[config.mk]
export PLATFORM = sky130hd
export DESIGN_NAME = uart_loop
export DESIGN_NICKNAME = d
export VERILOG_FILES = /design/src/logic/uart_pkg.sv /design/src/logic/tx_fifo.sv /design/src/logic/uart_tx.sv /design/src/logic/uart_rx.sv /design/src/logic/uart_loop.sv
export VERILOG_INCLUDE_DIRS = /design/src /design/src/logic
export SDC_FILE = /design/constraint.sdc
export NUM_CORES = 1
export LEC_CHECK = 0
export BUFFER_PORTS_ARGS = -buffer_cell sky130_fd_sc_hd__buf_2
export CAP_MARGIN = 20
export CORE_UTILIZATION = 54
export DETAILED_ROUTE_END_ITERATION = 10
export GPL_ROUTABILITY_DRIVEN = 0
export PLACE_DENSITY = 0.72
export SYNTH_ARGS = -nofsm -noshare
export SYNTH_HDL_FRONTEND = slang
export SYNTH_SLANG_ARGS = --single-unit
[constraint.sdc]
create_clock -name clk -period 3.7 [get_ports clk]
set_input_delay 0.185 -clock clk [delete_from_list [all_inputs] [get_ports clk]]
set_output_delay 0.185 -clock clk [all_outputs]
set_load 0.02 [all_outputs]
[src/logic/uart_cfg.svh]
`ifndef UART_CFG_SVH
`define UART_CFG_SVH

// data bits carried in one frame
`define UART_DATA_WIDTH 8

// clk cycles per bit on the line, keep it even so the half-bit point is exact
`define UART_CLKS_PER_BIT 8

// parity sense: 0 even, 1 odd
`define UART_PARITY_ODD 0

// transmit buffer entries, power of two
`define TX_FIFO_DEPTH 4

`endif

[src/logic/uart_pkg.sv]
`include "uart_cfg.svh"

package uart_pkg;

	// start + data + parity + stop
	localparam int FRAME_BITS = `UART_DATA_WIDTH + 3;

	typedef logic [`UART_DATA_WIDTH-1:0] uart_data_t; // one host byte

	// field view, start bit sits in the lsb so it leaves first
	typedef struct packed {
		logic       stop;   // always 1 on a good frame
		logic       parity; // even or odd per cfg
		uart_data_t data;   // sent lsb first
		logic       start;  // always 0
	} uart_frame_fields_t;

	// same frame word, seen as fields or as a flat shift vector
	typedef union packed {
		uart_frame_fields_t   f;   // build / extract
		logic [FRAME_BITS-1:0] raw; // shift out / shift in
	} uart_frame_t;

endpackage

[src/logic/tx_fifo.sv]
`include "uart_cfg.svh"

module tx_fifo (
	input  logic                 clk,
	input  logic                 reset,
	input  logic                 i_write, // one-cycle strobe from host
	input  uart_pkg::uart_data_t i_data,  // qualified by i_write
	input  logic                 i_pop,   // takes o_head this cycle
	output uart_pkg::uart_data_t o_head,  // oldest word
	output logic                 o_empty,
	output logic                 o_full
);
	import uart_pkg::*;

	localparam int PTR_W = $clog2(`TX_FIFO_DEPTH);

	uart_data_t       mem [`TX_FIFO_DEPTH]; // circular storage
	logic [PTR_W-1:0] rd_ptr;               // head slot
	logic [PTR_W-1:0] wr_ptr;               // next free slot
	logic [PTR_W:0]   count;                // occupancy with one extra bit for full
	logic             do_write;
	logic             do_pop;

	assign o_empty = (count == '0);
	assign o_full  = (count == (PTR_W+1)'(`TX_FIFO_DEPTH));

	assign do_write = i_write && !o_full; // writes into a full fifo are lost
	assign do_pop   = i_pop && !o_empty;  // guard against a stray pop

	assign o_head = mem[rd_ptr]; // visible the cycle after the write

	// payload lands in the slot at the write pointer
	always_ff @(posedge clk) begin
		if (do_write) begin
			mem[wr_ptr] <= i_data;
		end
	end

	always_ff @(posedge clk) begin
		if (reset) begin
			rd_ptr <= '0;
			wr_ptr <= '0;
			count  <= '0;
		end else begin
			if (do_write) begin
				wr_ptr <= wr_ptr + 1'b1; // wraps since the depth is a power of two
			end
			if (do_pop) begin
				rd_ptr <= rd_ptr + 1'b1;
			end
			case ({do_write, do_pop})
				2'b10: begin
					count <= count + 1'b1; // write only
				end
				2'b01: begin
					count <= count - 1'b1; // pop only
				end
				default: begin
					count <= count; // idle or write and pop together
				end
			endcase
		end
	end

endmodule

[src/logic/uart_tx.sv]
`include "uart_cfg.svh"

module uart_tx (
	input  logic                 clk,
	input  logic                 reset,
	input  uart_pkg::uart_data_t i_head,  // fifo head word
	input  logic                 i_empty, // fifo has nothing queued
	output logic                 o_pop,   // one-cycle pulse, consumes i_head
	output logic                 o_serial, // line, idles high
	output logic                 o_busy
);
	import uart_pkg::*;

	localparam int CNT_W = $clog2(`UART_CLKS_PER_BIT);
	localparam int IDX_W = $clog2(FRAME_BITS);

	logic [CNT_W-1:0] baud_cnt;  // free-running bit-period counter
	logic             tick;      // one cycle per bit period
	logic             active_q;  // frame on the line
	logic [IDX_W-1:0] bit_idx;   // bit currently driven, 0 = start
	logic             last_bit;  // stop bit is on the line
	logic             load;      // take a new word at this tick
	uart_frame_t      frame_q;   // shifter, raw[0] drives the line
	uart_frame_t      new_frame; // frame built from the head word

	assign tick = (baud_cnt == CNT_W'(`UART_CLKS_PER_BIT - 1));

	always_ff @(posedge clk) begin
		if (reset || tick) begin
			baud_cnt <= '0;
		end else begin
			baud_cnt <= baud_cnt + 1'b1;
		end
	end

	// fields of the outgoing frame
	always_comb begin
		new_frame.f.start  = 1'b0;
		new_frame.f.data   = i_head;
		new_frame.f.parity = (^i_head) ^ 1'(`UART_PARITY_ODD); // odd flips the sense
		new_frame.f.stop   = 1'b1;
	end

	assign last_bit = (bit_idx == IDX_W'(FRAME_BITS - 1));

	// start when idle, or chain straight on after the stop bit
	assign load  = tick && !i_empty && (!active_q || last_bit);
	assign o_pop = load;

	always_ff @(posedge clk) begin
		if (reset) begin
			active_q <= 1'b0;
			bit_idx  <= '0;
		end else if (load) begin
			active_q <= 1'b1;
			bit_idx  <= '0; // start bit goes out now
		end else if (tick && active_q) begin
			if (last_bit) begin
				active_q <= 1'b0; // stop bit done, nothing queued
			end else begin
				bit_idx <= bit_idx + 1'b1;
			end
		end
	end

	always_ff @(posedge clk) begin
		if (load) begin
			frame_q <= new_frame;
		end else if (tick && active_q) begin
			frame_q.raw <= {1'b1, frame_q.raw[FRAME_BITS-1:1]}; // lsb first
		end
	end

	assign o_serial = active_q ? frame_q.raw[0] : 1'b1;

	// queued word or frame in flight
	assign o_busy = !i_empty || active_q;

endmodule

[src/logic/uart_rx.sv]
`include "uart_cfg.svh"

module uart_rx (
	input  logic                 clk,
	input  logic                 reset,
	input  logic                 i_serial,     // async line input
	output uart_pkg::uart_data_t o_data,       // valid with o_data_valid
	output logic                 o_data_valid, // one-cycle pulse at mid stop bit
	output logic                 o_rx_error    // parity or stop bit bad
);
	import uart_pkg::*;

	localparam int CNT_W = $clog2(`UART_CLKS_PER_BIT);
	localparam int IDX_W = $clog2(`UART_DATA_WIDTH + 1);
	localparam int HALF  = `UART_CLKS_PER_BIT / 2;

	localparam logic [2:0] ST_IDLE   = 3'd0;
	localparam logic [2:0] ST_START  = 3'd1;
	localparam logic [2:0] ST_DATA   = 3'd2;
	localparam logic [2:0] ST_PARITY = 3'd3;
	localparam logic [2:0] ST_STOP   = 3'd4;

	logic [2:0]       sync_q;       // three-flop synchronizer
	logic             rx_line;      // synchronized line
	logic             line_q;       // previous line value
	logic             fall;         // high to low on the line
	logic [2:0]       state_q;
	logic [CNT_W-1:0] baud_cnt;     // restarted by the falling edge
	logic             mid_start;    // half a bit into the start bit
	logic             bit_end;      // one bit period since last sample
	logic [IDX_W-1:0] data_idx;     // data bits taken so far
	logic             sample_en;    // shift rx_line into the frame
	logic             stop_done;    // stop bit sampled
	uart_frame_t      frame_q;      // samples so far
	uart_frame_t      sample_frame; // frame including this sample
	logic             parity_exp;

	always_ff @(posedge clk) begin
		if (reset) begin
			sync_q <= '1; // idle line is high
			line_q <= 1'b1;
		end else begin
			sync_q <= {sync_q[1:0], i_serial};
			line_q <= rx_line;
		end
	end

	assign rx_line = sync_q[2];
	assign fall    = line_q && !rx_line;

	assign mid_start = (baud_cnt == CNT_W'(HALF - 1));
	assign bit_end   = (baud_cnt == CNT_W'(`UART_CLKS_PER_BIT - 1));

	assign stop_done = (state_q == ST_STOP) && bit_end;
	assign sample_en = ((state_q == ST_START) && mid_start && !rx_line)
		|| (((state_q == ST_DATA) || (state_q == ST_PARITY) || (state_q == ST_STOP)) && bit_end);

	// new sample enters at the msb, start bit ends up in raw[0]
	always_comb begin
		sample_frame.raw = {rx_line, frame_q.raw[FRAME_BITS-1:1]};
	end

	assign parity_exp = (^sample_frame.f.data) ^ 1'(`UART_PARITY_ODD);

	always_ff @(posedge clk) begin
		if (reset) begin
			state_q      <= ST_IDLE;
			baud_cnt     <= '0;
			data_idx     <= '0;
			o_data_valid <= 1'b0;
			o_rx_error   <= 1'b0;
		end else begin
			o_data_valid <= 1'b0;
			baud_cnt     <= baud_cnt + 1'b1;
			case (state_q)
				ST_IDLE: begin
					baud_cnt <= '0; // hold until an edge
					if (fall) begin
						state_q <= ST_START;
					end
				end
				ST_START: begin
					if (mid_start) begin
						baud_cnt <= '0;
						data_idx <= '0;
						state_q  <= rx_line ? ST_IDLE : ST_DATA; // glitch rejected
					end
				end
				ST_DATA: begin
					if (bit_end) begin
						baud_cnt <= '0;
						if (data_idx == IDX_W'(`UART_DATA_WIDTH - 1)) begin
							state_q <= ST_PARITY;
						end else begin
							data_idx <= data_idx + 1'b1;
						end
					end
				end
				ST_PARITY: begin
					if (bit_end) begin
						baud_cnt <= '0;
						state_q  <= ST_STOP;
					end
				end
				ST_STOP: begin
					if (bit_end) begin
						o_data_valid <= 1'b1;
						o_rx_error   <= (sample_frame.f.parity != parity_exp)
							|| !sample_frame.f.stop;
						state_q      <= ST_IDLE; // next edge can come half a bit later
					end
				end
				default: begin
					state_q <= ST_IDLE;
				end
			endcase
		end
	end

	always_ff @(posedge clk) begin
		if (sample_en) begin
			frame_q <= sample_frame;
		end
		if (stop_done) begin
			o_data <= sample_frame.f.data;
		end
	end

endmodule

[src/logic/uart_loop.sv]
`include "uart_cfg.svh"

module uart_loop (
	input  logic                 clk,
	input  logic                 reset,
	input  logic                 i_write,      // host write strobe
	input  uart_pkg::uart_data_t i_data,
	input  logic                 i_serial,     // line into the receiver
	output logic                 o_full,       // host must hold off writes
	output logic                 o_busy,       // queued or sending
	output logic                 o_serial,     // line out of the transmitter
	output uart_pkg::uart_data_t o_data,
	output logic                 o_data_valid,
	output logic                 o_rx_error
);
	import uart_pkg::*;

	uart_data_t fifo_head; // word the transmitter takes next
	logic       fifo_empty;
	logic       tx_pop;

	tx_fifo tx_fifo_i (
		.clk     (clk),
		.reset   (reset),
		.i_write (i_write),
		.i_data  (i_data),
		.i_pop   (tx_pop),
		.o_head  (fifo_head),
		.o_empty (fifo_empty),
		.o_full  (o_full)
	);

	uart_tx uart_tx_i (
		.clk      (clk),
		.reset    (reset),
		.i_head   (fifo_head),
		.i_empty  (fifo_empty),
		.o_pop    (tx_pop),
		.o_serial (o_serial),
		.o_busy   (o_busy)
	);

	// receive side sees whatever drives i_serial, loop is closed outside
	uart_rx uart_rx_i (
		.clk          (clk),
		.reset        (reset),
		.i_serial     (i_serial),
		.o_data       (o_data),
		.o_data_valid (o_data_valid),
		.o_rx_error   (o_rx_error)
	);

endmodule

==> flow_summary.json, run 1 <==
{
  "max_slew.worst_pin.slew_ns": 0.5219,
  "finalWorstSetupSlack_ns": 1.147,
  "ant_nets": 0,
  "n_antenna_cell": 0,
  "p_int_mw": 1.403,
  "ys_seq_area_frac": 0.6468,
  "p_per_area_mw_per_mm2": 444.3,
  "syn_nets": 312,
  "drt_wl_total_microns": 5471,
  "crit_path_frequent_cell": "ha_1",
  "peakVddDrop_mv": 0.3948,
  "synth.most_common_cell": "edfxtp_1",
  "clock-root-buffer": "clkbuf_8",
  "dpl.hpwl_microns": 3802,
  "synth_top_area_cell": "edfxtp_1",
  "core_region_area_sq_mm": 0.006531,
  "io_pins": 25,
  "final_core_util": 0.6280,
  "fin_worst_skew_ns": 0.01603,
  "first_global_vias": 2053,
  "sw_frac_of_total": 0.2300,
  "hold_violations": 0,
  "synth_edf_count": 58,
  "relSlewSlack": 0.6516,
  "synth_top_area_frac": 0.4651,
  "rows": 29,
  "fp.dieArea_sq_mm": 0.007272,
  "n_fill_cell": 539,
  "overflow": 0,
  "synth_commonest_cells": "edfxtp_1, dfxtp_1, nand2_1",
  "finalSetupViolCount": 0,
  "grt_pass1_wl_microns": 9611,
  "async_reset_ff_frac": 0,
  "multiInputGateArea_sq_mm": 0.001216,
  "area_growth_pct": 9.522,
  "p_leak_nw": 1.440,
  "cts_resized": 0,
  "min_path_type": "primary input to flop",
  "status": "finished clean",
  "cts_hold_buf": 0,
  "finalMaxSlewViolations": 0,
  "clkSinkCount": 92,
  "finalPower_mw": 1.822,
  "ys_seq_elements": 92,
  "die_w_microns": 85.28,
  "switchingPower_mw": 0.4192,
  "maxCapViolCount": 0,
  "drive_gt1_frac": 0.1746,
  "vias": 2039,
  "worst_path_max_delay_cell": "fa_1",
  "cts_htree_levels": 3,
  "io_buffers": 24,
  "critPathKind": "flop to flop",
  "postCtsSetupRepairBufs": 0,
  "cts_buffers": 9,
  "cpPeakStageDelay_ns": 0.38,
  "worstPathArrival_ns": 2.83,
  "drc_errors": 0,
  "tritoncts": "built",
  "drt_iter0_markers": 79,
  "combPwrFrac": 0.052,
  "fin_setup_tns_ns": 0,
  "clk_latency_ns": 0.35,
  "max_freq_mhz": 391.7,
  "ys_types": 36,
  "crit_required_ns": 3.98,
  "seq_area_sq_mm": 0.002422,
  "avgSynthCellArea_sq_um": 13.19,
  "rsz0062_at_grt": "no",
  "avgViaCountPerCell": 5.202,
  "synthCells": 284,
  "grt_start_max_net_pins": 27,
  "die_height_microns": 85.28,
  "clock_path_buffers": 2,
  "layout.nets": 338,
  "clk_pin_slew_ns": 0.09,
  "fin_crit_sh": 0.6900,
  "worstPathMaxFanout": 24,
  "synth.area.top_cells": "edfxtp_1, dfxtp_1, ha_1, mux4_2, xnor2_1",
  "firstDrtPassIters": 5,
  "syn-cell-area_sq_mm": 0.003745,
  "track_usage": 0.1755,
  "ys_warn_count": 0,
  "end_kind": "flop",
  "worstPathCellList": "ha_1 > ha_1 > inv_1 > a211oi_2 > buf_4 > ha_1 > inv_1 > fa_1 > xor2_1 > or3_1 > a21oi_1",
  "wl_per_cell_microns": 13.96,
  "ys.flop_type": "edfxtp_1",
  "clkPwrFrac": 0.332,
  "start_kind": "flop",
  "pre_cts_ws_ns": 1.156,
  "period_needed_ns": 2.553,
  "start_util": 0.5734,
  "antenna_found_initial": 0,
  "pwr-share-seq": 0.616
}
-- metal layers --
metal | share of wire | GRT usage | up-vias
li1 | - | - | 1043
met1 | 0.50 | 0.2334 | 963
met2 | 0.47 | 0.2764 | 25
met3 | 0.020 | 0.03502 | 8
met4 | 0.016 | 0.09091 | 0
met5 | 0 | 0 | -
-- cell families after synthesis --
logic type / Yosys count / share of synthesized area
DFF: 92 / 0.6468
and+or+nand+nor: 82 / 0.1056
AOI/OAI and AO/OA: 33 / 0.05212
xor gates and xnor gates: 26 / 0.06081
buffers and inverters: 26 / 0.02840
adders and majority gates: 16 / 0.05546
muxes: 9 / 0.05078
-- critical path: cells and delay by family, from the launching register on --
kind | cells | cell delay, ns
xor gates and xnor gates | 1 | 0.16
DFF | 1 | 0.34
buffers and inverters | 3 | 0.40
and+or+nand+nor | 1 | 0.30
adders and majority gates | 4 | 0.99
AOI/OAI and AO/OA | 2 | 0.29
-- final timing paths --
kind	startpoint	to	slack [ns]	depth (start not counted)
max reg2reg	uart_tx_i.baud_cnt[0]	tx_fifo_i.count[2]	1.15	11
min reg2reg	uart_rx_i.sync_q[1]	uart_rx_i.sync_q[2]	0.42	1
min	i_serial	uart_rx_i.sync_q[0]	0.02	2
max	uart_tx_i.baud_cnt[0]	tx_fifo_i.count[2]	1.15	11
-- power by group through the flow --
stage	Clock, mW	Sequential [mW]	Combinational [mW]
final	0.605	1.12	0.0951
after global routing	0.659	1.12	0.108
after CTS	0.620	1.12	0.0968
after detailed placement	0	1.15	0.0964
after global placement	0	1.14	0.0931
after floorplan	0	1.14	0.0715
-- cell usage in the layout (no fill, tap or decap), types with 2 or more instances in the layout --
cell	instances
nor2_1	23
inv_6	2
buf_4	2
inv_1	15
or2_2	5
xnor2_1	20
nand3b_1	2
clkbuf_8	9
nand2_1	24
and2_1	6
a211oi_1	2
ha_1	15
nor3_1	7
a21oi_1	11
nand2b_1	4
buf_2	24
clkinvlp_4	4
dfxtp_1	34
nor3b_1	4
o21ai_0	13
mux4_2	8
xor2_1	6
edfxtp_1	58
nand4_1	2
-- layout make-up --
class	instances	share of cell area
Timing Repair Buffer	26	0.03295
Clock buffer	10	0.03112
Multi-Input combinational cell	166	0.2965
Clock inverter	6	0.01159
Sequential cell	92	0.5906
Inverter	15	0.01373
Tap cell	77	0.02349
-- state kept, by name, indices dropped and copies added, names as in the netlist, named ones only --
| name | flops |
|---|---|
| tx_fifo_i.count | 3 |
| tx_fifo_i.mem | 32 |
| tx_fifo_i.rd_ptr | 2 |
| tx_fifo_i.wr_ptr | 2 |
| uart_rx_i.baud_cnt | 3 |
| uart_rx_i.data_idx | 4 |
| uart_rx_i.frame_q | 9 |
| uart_rx_i.line_q | 1 |
| uart_rx_i.o_data | 8 |
| uart_rx_i.o_data_valid | 1 |
| uart_rx_i.o_rx_error | 1 |
| uart_rx_i.state_q | 3 |
| uart_rx_i.sync_q | 3 |
| uart_tx_i.active_q | 1 |
| uart_tx_i.baud_cnt | 3 |
| uart_tx_i.bit_idx | 4 |
| uart_tx_i.frame_q | 10 |
-- per-stage QoR --
step | hold slack (ns) | std cells | instance area [sq um]
2_1_floorplan | 0.2839 | 284 | 3745
3_3_place_gp | 0.3696 | 376 | 3926
3_5_place_dp | 0.3802 | 376 | 3926
4_1_cts | 0.007257 | 392 | 4101
5_1_grt | 0.01936 | 392 | 4101
6_report | 0.01782 | 392 | 4101
Note: power is estimated with default switching activity, not from simulation.
==> run 2: changes to the inputs <==
ABC_AREA = 1   (was default)
clock period = 2.6 ns   (was 3.7 ns; I/O delays follow)
==> run 2 against run 1 <==
  * Setup slack worse by 0.84 ns
  * Highest routed layer unchanged
  * Largest power group unchanged
  * Routed wire length is 31% higher
  * Via count is 42% higher
==> flow_summary.json, run 2 <==
{
  "status": "finished clean",
  "async_reset_ff_frac": 0,
  "avgViaCountPerCell": 4.976,
  "cts_buffers": 9,
  "die_w_microns": 89.97,
  "min_path_type": "primary input to flop",
  "vias": 2896,
  "reg_top3": "tx_fifo_i.mem x32, uart_tx_i.frame_q x10, uart_rx_i.frame_q x9",
  "synth_edf_count": 58,
  "start_util": 0.5671,
  "reg2regPathDepth": 12,
  "fin_hold_ws_ns": 0.05398,
  "end_kind": "flop",
  "synth_commonest_cells": "nand2_1, edfxtp_1, inv_1",
  "peakVddDrop_mv": 0.5331,
  "dp_cells": 557,
  "worstPathMaxFanout": 8,
  "postCtsSetupRepairBufs": 0,
  "finalSetupViolCount": 0,
  "syn-cell-area_sq_mm": 0.004179,
  "cts_htree_levels": 3,
  "placed_cell_area_sq_mm": 0.004414,
  "worstPathCellList": "ha_1 > nand2_1 > nor2_1 > nor2_1 > nor2_4 > ha_1 > inv_1 > fa_1 > a21oi_1 > o21ai_0 > o21ai_0 > a21oi_1",
  "worst_path_max_delay_cell": "dfxtp_1",
  "synth.most_common_cell": "nand2_1",
  "ant_nets": 0,
  "fp.dieArea_sq_mm": 0.008095,
  "tritoncts": "built",
  "regMostFlops": "tx_fifo_i.mem",
  "antenna_found_initial": 0,
  "synth_top_area_cell": "edfxtp_1",
  "layout_common_cells": "nand2_1, edfxtp_1, inv_1, nand3_1, dfxtp_1",
  "clkSinkCount": 92,
  "clock-root-buffer": "clkbuf_8",
  "period_needed_ns": 2.291,
  "postLayoutCellArea_sq_mm": 0.004701,
  "max_freq_mhz": 436.5,
  "drive_gt1_frac": 0.1615,
  "avgSynthCellArea_sq_um": 9.629,
  "layout.nets": 506,
  "p_per_area_mw_per_mm2": 667.8,
  "dpl.hpwl_microns": 5076,
  "hold_violations": 0,
  "cts_resized": 0,
  "final_common_cell": "nand2_1",
  "critPathKind": "flop to flop",
  "finalPower_mw": 3.139,
  "crit_family": "adder cells",
  "firstDrtPassIters": 6,
  "n_fill_cell": 622,
  "p_leak_nw": 1.967,
  "synth.area.top_cells": "edfxtp_1, dfxtp_1, nand2_1, nand3_1, ha_1",
  "crit_required_ns": 2.85,
  "io_pins": 25,
  "critPathBufInv": 1,
  "clk_latency_ns": 0.35,
  "fin_setup_tns_ns": 0,
  "syn_nets": 462,
  "core_region_area_sq_mm": 0.007370,
  "ys_seq_elements": 92,
  "rows": 31,
  "maxCapViolCount": 0,
  "area_growth_pct": 12.49,
  "ys_warn_count": 0,
  "fin_worst_skew_ns": 0.01403,
  "relSlewSlack": 0.4107,
  "grt_start_max_net_pins": 20,
  "fin_crit_sh": 0.8812,
  "path_depth": 12,
  "first_global_vias": 2806,
  "largest_reg_flops": 32,
  "io_buffers": 24,
  "seq_area_sq_mm": 0.002422,
  "synthCells": 434,
  "ys_types": 39,
  "drt_wl_total_microns": 7174,
  "start_kind": "flop",
  "die_height_microns": 89.97,
  "wl_per_cell_microns": 12.33,
  "cpPeakStageDelay_ns": 0.41,
  "finalMaxSlewViolations": 0,
  "ys.flop_type": "edfxtp_1",
  "synth_top_area_frac": 0.4168,
  "grt_pass1_wl_microns": 12270,
  "fin_cells": 582,
  "clock_path_buffers": 2,
  "n_antenna_cell": 0,
  "worstPathArrival_ns": 2.54,
  "max_slew.worst_pin.slew_ns": 0.8801,
  "ys_seq_area_frac": 0.5796,
  "clk_pin_slew_ns": 0.09,
  "drc_errors": 0,
  "rsz0062_at_grt": "no",
  "drt_iter0_markers": 174,
  "track_usage": 0.1926,
  "whs_path_depth": 2,
  "overflow": 0,
  "multiInputGateArea_sq_mm": 0.001495
}
run 2: metrics by stage:
step           utilization  worst slack (ns)
2_1_floorplan            -            0.2402
3_3_place_gp        0.5990            0.3910
3_5_place_dp        0.5990            0.3174
4_1_cts             0.6379            0.3014
5_1_grt             0.6379           0.06055
6_report            0.6379            0.3089
run 2: cell families after synthesis:
group,after synthesis,synth area share
AND/OR/NAND/NOR,211,0.2237
flip-flops,92,0.5796
buffers and inverters,59,0.06257
AO/OA/AOI/OAI,48,0.06767
adder cells (fa/ha/maj),16,0.04970
XOR/XNOR,8,0.01677
run 2: worst paths after layout:
path | start | slack (ns) | endpoint
hold / removal | reset | 0.05 | uart_tx_i.active_q
setup reg to reg | uart_tx_i.bit_idx[1] | 0.31 | tx_fifo_i.count[2]
setup / recovery | uart_tx_i.bit_idx[1] | 0.31 | tx_fifo_i.count[2]
hold reg to reg | uart_rx_i.sync_q[1] | 0.43 | uart_rx_i.sync_q[2]
run 2: final cells by class:
class	instances	area share
Sequential cell	92	0.5153
Multi-Input combinational cell	283	0.3181
Timing Repair Buffer	40	0.05590
Inverter	52	0.04259
Clock buffer	10	0.02715
Tap cell	99	0.02635
Clock inverter	6	0.01464
run 2: power breakdown:
part	internal [mW]	total [mW]	leakage, nW	switching (mW)
Clock	0.453	0.951	0.0977	0.498
Sequential	1.63	1.70	0.809	0.0719
Combinational	0.181	0.489	1.06	0.307
run 2: what timing repair did:
item                                   CTS  global route
endpoints found under the hold margin   33             0
setup endpoints to repair                0             0
hold buffers                             9             0
run 2: routing by layer:
metal,track usage,routed length (microns),part of all wire
met3,0.03046,137,0.019
met4,0.08199,133,0.019
met2,0.3468,3614,0.50
met5,0,0,0
met1,0.2284,3290,0.46
